### config.mk
export PLATFORM = sky130hd
export DESIGN_NAME = branch_predictor
export DESIGN_NICKNAME = d
export VERILOG_FILES = /design/src/source/branch_pkg.sv /design/src/source/branch_predictor.sv /design/src/source/branch_target_buffer.sv /design/src/source/gshare_predictor.sv
export SDC_FILE = /design/constraint.sdc
export NUM_CORES = 2
export LEC_CHECK = 0
export BUFFER_PORTS_ARGS = -buffer_cell sky130_fd_sc_hd__buf_2
export CAP_MARGIN = 10
export CORE_ASPECT_RATIO = 0.8
export CORE_UTILIZATION = 55
export DETAILED_ROUTE_END_ITERATION = 6
export GPL_ROUTABILITY_DRIVEN = 0
export HOLD_SLACK_MARGIN = 0.05
export PLACE_DENSITY = 0.68
export SLEW_MARGIN = 25
export SYNTH_ARGS = -nofsm -noshare
export SYNTH_HDL_FRONTEND = slang
export SYNTH_SLANG_ARGS = --single-unit
### constraint.sdc
create_clock -name clk -period 7.4 [get_ports clk]
set_input_delay 0.37 -clock clk [delete_from_list [all_inputs] [get_ports clk]]
set_output_delay 0.37 -clock clk [all_outputs]
set_load 0.005 [all_outputs]
### src/source/branch_pkg.sv
// Package with the RISC-V opcode enum, the 2-bit counter enum and the prediction constants.
package branch_pkg;

    // Width of the PC and of the predicted target.
    localparam int XLEN = 32;

    // Instructions are word aligned, so table indexes start at PC bit 2.
    localparam int PC_LSB = 2;

    // RISC-V major opcodes seen by the predictor.
    typedef enum logic [6:0] {
        OP_BRANCH = 7'b1100011, // Conditional branch.
        OP_JAL    = 7'b1101111,
        OP_JALR   = 7'b1100111,
        OP_OTHER  = 7'b0010011  // Any non control flow instruction.
    } opcode_e;

    // 2-bit saturating counter states.
    // The upper bit is the taken prediction.
    typedef enum logic [1:0] {
        STRONG_NT = 2'd0,
        WEAK_NT   = 2'd1,
        WEAK_T    = 2'd2,
        STRONG_T  = 2'd3
    } counter_e;

    // Counter state after reset.
    localparam counter_e COUNTER_RESET = WEAK_NT;

endpackage

### src/source/branch_predictor.sv
// Branch prediction unit top level combining the BTB and the gshare predictor.
`timescale 1ns/1ps

module branch_predictor import branch_pkg::*; #(
    parameter int btb_entries = 32,
    parameter int ghr_bits    = 5
) (
    input  logic                clk,
    input  logic                rst_n_i,

    // Fetch side.
    input  logic [XLEN-1:0]     pc_i,
    output logic                hit_o,
    output logic                predict_taken_o,
    output logic [XLEN-1:0]     target_o,
    output logic [ghr_bits-1:0] pht_index_o,

    // Execute side.
    input  logic                update_valid_i,
    input  logic [XLEN-1:0]     update_pc_i,
    input  opcode_e             update_op_i,
    input  logic [XLEN-1:0]     update_target_i,
    input  logic                update_taken_i,
    input  logic [ghr_bits-1:0] update_pht_index_i,
    input  logic                ghr_clear_i
);

    logic            btb_hit;
    logic [XLEN-1:0] btb_target;
    logic            btb_is_jump;
    logic            btb_is_branch;
    logic            counter_taken;

    branch_target_buffer #(
        .btb_entries     (btb_entries)
    ) btb_inst (
        .clk             (clk),
        .rst_n_i         (rst_n_i),
        .pc_i            (pc_i),
        .update_valid_i  (update_valid_i),
        .update_pc_i     (update_pc_i),
        .update_op_i     (update_op_i),
        .update_target_i (update_target_i),
        .hit_o           (btb_hit),
        .target_o        (btb_target),
        .is_jump_o       (btb_is_jump),
        .is_branch_o     (btb_is_branch)
    );

    gshare_predictor #(
        .ghr_bits           (ghr_bits)
    ) gshare_inst (
        .clk                (clk),
        .rst_n_i            (rst_n_i),
        .pc_i               (pc_i),
        .update_valid_i     (update_valid_i),
        .update_op_i        (update_op_i),
        .update_taken_i     (update_taken_i),
        .update_pht_index_i (update_pht_index_i),
        .ghr_clear_i        (ghr_clear_i),
        .taken_o            (counter_taken),
        .pht_index_o        (pht_index_o)
    );

    assign hit_o = btb_hit;

    // Jumps are always taken, branches follow the counter.
    assign predict_taken_o = btb_hit && (btb_is_jump || (btb_is_branch && counter_taken));

    assign target_o = btb_hit ? btb_target : '0;

endmodule

### src/source/branch_target_buffer.sv
// Direct-mapped branch target buffer with tagged combinational lookup and update write port.
`timescale 1ns/1ps

module branch_target_buffer import branch_pkg::*; #(
    parameter int btb_entries = 32
) (
    input  logic            clk,
    input  logic            rst_n_i,
    input  logic [XLEN-1:0] pc_i,
    input  logic            update_valid_i,
    input  logic [XLEN-1:0] update_pc_i,
    input  opcode_e         update_op_i,
    input  logic [XLEN-1:0] update_target_i,
    output logic            hit_o,
    output logic [XLEN-1:0] target_o,
    output logic            is_jump_o,
    output logic            is_branch_o
);

    localparam int idx_bits = $clog2(btb_entries);
    localparam int tag_bits = XLEN - idx_bits - PC_LSB;

    logic                valid_q  [btb_entries];
    logic [tag_bits-1:0] tag_q    [btb_entries];
    logic [XLEN-1:0]     target_q [btb_entries];
    logic                jump_q   [btb_entries];
    logic                branch_q [btb_entries];

    logic [idx_bits-1:0] rd_idx;
    logic [tag_bits-1:0] rd_tag;
    logic [idx_bits-1:0] wr_idx;
    logic [tag_bits-1:0] wr_tag;
    logic                wr_jump;
    logic                wr_branch;
    logic                wr_en;
    logic                entry_match;

    // Lookup side.
    assign rd_idx = pc_i[PC_LSB +: idx_bits];
    assign rd_tag = pc_i[XLEN-1 -: tag_bits];

    // Update side.
    assign wr_idx = update_pc_i[PC_LSB +: idx_bits];
    assign wr_tag = update_pc_i[XLEN-1 -: tag_bits];

    always_comb begin
        wr_jump   = 1'b0;
        wr_branch = 1'b0;
        case (update_op_i)
            OP_BRANCH: wr_branch = 1'b1;
            OP_JAL,
            OP_JALR:   wr_jump   = 1'b1;
            default:   wr_jump   = 1'b0; // Not control flow, no write.
        endcase
    end

    assign wr_en = update_valid_i && (wr_jump || wr_branch);

    // Valid bits are the only BTB state cleared by reset.
    always_ff @(posedge clk) begin
        if (!rst_n_i) begin
            for (int i = 0; i < btb_entries; i++) begin
                valid_q[i] <= 1'b0;
            end
        end else if (wr_en) begin
            valid_q[wr_idx] <= 1'b1;
        end
    end

    // Entry payload, overwritten on every control flow update.
    always_ff @(posedge clk) begin
        if (wr_en) begin
            tag_q[wr_idx]    <= wr_tag;
            target_q[wr_idx] <= update_target_i;
            jump_q[wr_idx]   <= wr_jump;
            branch_q[wr_idx] <= wr_branch;
        end
    end

    assign entry_match = valid_q[rd_idx] && (tag_q[rd_idx] == rd_tag);

    always_comb begin
        hit_o = entry_match;
        if (entry_match) begin
            target_o    = target_q[rd_idx];
            is_jump_o   = jump_q[rd_idx];
            is_branch_o = branch_q[rd_idx];
        end else begin
            target_o    = '0; // Miss reads as an empty entry.
            is_jump_o   = 1'b0;
            is_branch_o = 1'b0;
        end
    end

endmodule

### src/source/gshare_predictor.sv
// Gshare direction predictor with global history register and table of 2-bit counters.
`timescale 1ns/1ps

module gshare_predictor import branch_pkg::*; #(
    parameter int ghr_bits = 5
) (
    input  logic                clk,
    input  logic                rst_n_i,
    input  logic [XLEN-1:0]     pc_i,
    input  logic                update_valid_i,
    input  opcode_e             update_op_i,
    input  logic                update_taken_i,
    input  logic [ghr_bits-1:0] update_pht_index_i,
    input  logic                ghr_clear_i,
    output logic                taken_o,
    output logic [ghr_bits-1:0] pht_index_o
);

    localparam int pht_entries = 1 << ghr_bits;

    logic [ghr_bits-1:0] ghr_q;
    counter_e            pht_q [pht_entries];

    logic [ghr_bits-1:0] rd_idx;
    counter_e            rd_state;
    logic                train_en;
    counter_e            cur_state;
    counter_e            next_state;

    // One saturating step towards the resolved direction.
    function automatic counter_e counter_next(input counter_e state, input logic taken);
        counter_e result;
        result = state;
        if (taken) begin
            case (state)
                STRONG_NT: result = WEAK_NT;
                WEAK_NT:   result = WEAK_T;
                WEAK_T:    result = STRONG_T;
                STRONG_T:  result = STRONG_T;
            endcase
        end else begin
            case (state)
                STRONG_NT: result = STRONG_NT;
                WEAK_NT:   result = STRONG_NT;
                WEAK_T:    result = WEAK_NT;
                STRONG_T:  result = WEAK_T;
            endcase
        end
        return result;
    endfunction

    // Index is the word PC bits hashed with the history.
    assign rd_idx      = pc_i[PC_LSB +: ghr_bits] ^ ghr_q;
    assign rd_state    = pht_q[rd_idx];
    assign taken_o     = rd_state[1]; // Upper bit is the prediction.
    assign pht_index_o = rd_idx;

    assign train_en   = update_valid_i && (update_op_i == OP_BRANCH);
    assign cur_state  = pht_q[update_pht_index_i];
    assign next_state = counter_next(cur_state, update_taken_i);

    always_ff @(posedge clk) begin
        if (!rst_n_i) begin
            for (int i = 0; i < pht_entries; i++) begin
                pht_q[i] <= COUNTER_RESET;
            end
        end else if (train_en) begin
            pht_q[update_pht_index_i] <= next_state; // Index carried back from fetch.
        end
    end

    // History, newest outcome in the LSB.
    always_ff @(posedge clk) begin
        if (!rst_n_i) begin
            ghr_q <= '0;
        end else if (ghr_clear_i) begin
            ghr_q <= '0; // Clear wins over a shift.
        end else if (train_en) begin
            ghr_q <= {ghr_q[ghr_bits-2:0], update_taken_i};
        end
    end

endmodule
==> impl_results.md <==
* Leak at 27.5 nW
* Period utilisation layout at 69.8%
* Hold Path Class: in -> reg
* Post-synth top area share at 75.4%
* Setup TNS at 0 ns
* Rel. slew slack at 23.3%
* Layout cells sized above 1 at 28.0%
* Htree depth at 4
* Library cells used by synthesis at 61
* Minimum clock period at 5.17 ns
* Pin count of the biggest net entering global routing at 122
* Seq cells post-synth at 1,989
* Clock Latency Late Sink at 0.82 ns
* Via-to-Cell Ratio at 6.52
* Placed inst area at 81,200 µm²
* Nets in the synthesized netlist at 3,702
* Total track usage at 27.4%
* Slew Limit Fails at 0
* Setup crit start: pc_i[5]
* Syn avg cell area at 21.7 µm²
* Drt drc at 0
* Cell area after layout at 87,800 µm²
* Clock skew at 0.00629 ns
* Drt wl/cell at 33.0 µm
* Synth-to-Final Area Change at 12.9%
* Asr flop ratio synth at 0%
* Starting density of the core at 55.8%
* Finish-stage setup viols at 0
* Die width at 422 µm
* Core area at 139,000 µm²
* HP Start: update_pht_index_i[4]
* Register area share after synthesis at 76.4%
* Floorplan row count at 122
* Post-CTS Setup Inserts at 0
* Max_cap viols at 0
* Clk slew on worst S/H paths at 0.06 ns
* Io pins at 152
* Dominant cell type by area after synthesis: edfxtp_1
* Post-Syn Instances at 3,589
* Number of global-route vias before repair at 38,100
* EDFF count, synth at 1,952
* First-pass GRT wire length at 277 mm
* CTS tree: yes
* Post-synth top cells: edfxtp_1, mux4_2, nand2_1
* DRT Pass-1 Iters at 6
* PostCTS Resize Cnt at 0
* Iter 0 DRT Violations at 5,453
* Crit path DAT at 4.80 ns
* CTS Root Cell: clkbuf_16
* Final hold vios at 0
* Max clock buf depth at 3
* Max IR drop VDD at 0.000226 V
* Most frequently used flop master after synthesis: edfxtp_1
* Cell with the most instances after synthesis: edfxtp_1
* # nets final at 3,996
* Initial antenna violation count at 10
* CP Class: in -> out
* Fillers at 9,392
* Die H at 338 µm
* Required @ worst endpoint at 7.03 ns
* Worst R2R Start: gshare_inst.pht_q[18][1]
* Final WL at 195 mm
* Status: finished, final reports clean
* Worst Setup Start Kind: input port
* Top area cells in the synthesized netlist: edfxtp_1, mux4_2, mux2i_1, nand2_1, dfxtp_1
* DRT antenna net count at 0
* Pwr dens at 261 nW/µm²
* Mapped Area at 77,700 µm²
* RSZ-0062 raised after global routing: false
* Worst slew pin tran at 1.14 ns
* # port buffers at 147
* HPWL Detailed at 102 mm
* Syn. warnings at 0
* CP Max Fanout at 41
* Die area at 143,000 µm²
* Maximum clock rate at 194 MHz
* Sink Count at 1,989
* DR vias at 38,400
* CP endpoint kind: output pin
* Num CTS Buffers at 183
* Grt ovf at 0
==> layer usage <==
layer | track usage (%) | up-vias | wire [µm]
met5 | 0 | - | 13
met4 | 6.80 | 2 | 4020
met3 | 6.36 | 268 | 21200
met2 | 41.6 | 2067 | 91100
met1 | 40.9 | 20400 | 78200
li1 | - | 15700 | -
==> final timing paths <==
| kind | endpoint | slack, ns | cells past startpoint |
|---|---|---|---|
| hold / removal | gshare_inst.pht_q[2][0] | 0.07 | 3 |
| setup / recovery | target_o[1] | 2.23 | 11 |
| hold reg to reg | btb_inst.valid_q[2] | 0.46 | 1 |
| setup reg to reg | gshare_inst.pht_q[16][0] | 4.46 | 7 |
==> logic make-up (layout without fill, tap and decap cells) <==
logic type / after synthesis / count (layout) / synth area share [%]
other cells: 0 / 1 / 0
mux: 657 / 657 / 16.8
fa+ha+maj: 2 / 2 / 0.0258
flops: 1989 / 1989 / 76.4
buf+inv: 216 / 660 / 1.45
simple gates: 504 / 504 / 3.18
compound gates: 192 / 192 / 1.87
xor+xnor: 29 / 29 / 0.336
==> through the flow <==
step / utilization [%] / std cells / hold slack, ns / total power [mW] / worst slack [ns]
after CTS: 63.0 / 5891 / 0.0529 / 23.0 / 2.29
after detailed placement: 58.3 / 5496 / 0.448 / 13.7 / 2.30
after global routing: 63.0 / 5893 / 0.0699 / 23.4 / 2.17
after floorplan: - / 3589 / 0.435 / 13.3 / 0.907
final: 63.0 / 5894 / 0.0688 / 22.9 / 2.23
after global placement: 58.2 / 5490 / 0.442 / 13.7 / 2.29
==> report_power, final <==
part	internal [mW]	switching [mW]
registers	12.4	0.00460
logic	0.421	0.670
clock network	5.27	4.14
total	18.1	4.81
==> repair_timing <==
action / CTS / global route
setup endpoints to repair: 0 / 0
endpoints found under the hold margin: 1687 / 0
hold buffers: 60 / 0
==> area by class of cell <==
type	instances	area [µm²]	share of cell area, %
diodes	1	2.50	0.00285
clock buffers	225	4820	5.49
clock inverters	110	1100	1.26
inverters	9	41.3	0.0470
multi-input cells	1384	17600	20.0
flip-flops and latches	1989	59400	67.6
well taps	1860	2330	2.65
repair buffers	316	2570	2.93
==> state kept, by name, summed over array words and instances (netlist names) <==
register / count
btb_inst.branch_q: 32
btb_inst.jump_q: 32
btb_inst.tag_q: 800
btb_inst.target_q: 1024
btb_inst.valid_q: 32
gshare_inst.ghr_q: 5
gshare_inst.pht_q: 64
==> placed cells by master (no fill, tap or decap), types with 45 or more instances in the layout <==
cell	n
a22oi_1	48
edfxtp_1	1952
mux4_2	516
nor2_1	58
clkinv_1	45
nand3_1	89
mux2i_1	131
dlygate4sd3_1	60
clkbuf_16	185
buf_2	143
nand2_1	205
buf_4	83
==> critical path, cell delays in order <==
cell and delay [ns]:
buf_4 0.66, nor2b_1 0.87, a22oi_1 0.28, a22oi_1 0.25, o2111ai_1 0.37, xor2_1 0.29
nor4_4 0.30, o2111ai_4 0.15, buf_4 0.40, nor3_1 0.57, buf_2 0.22
Note: power is estimated with default switching activity, not from simulation.
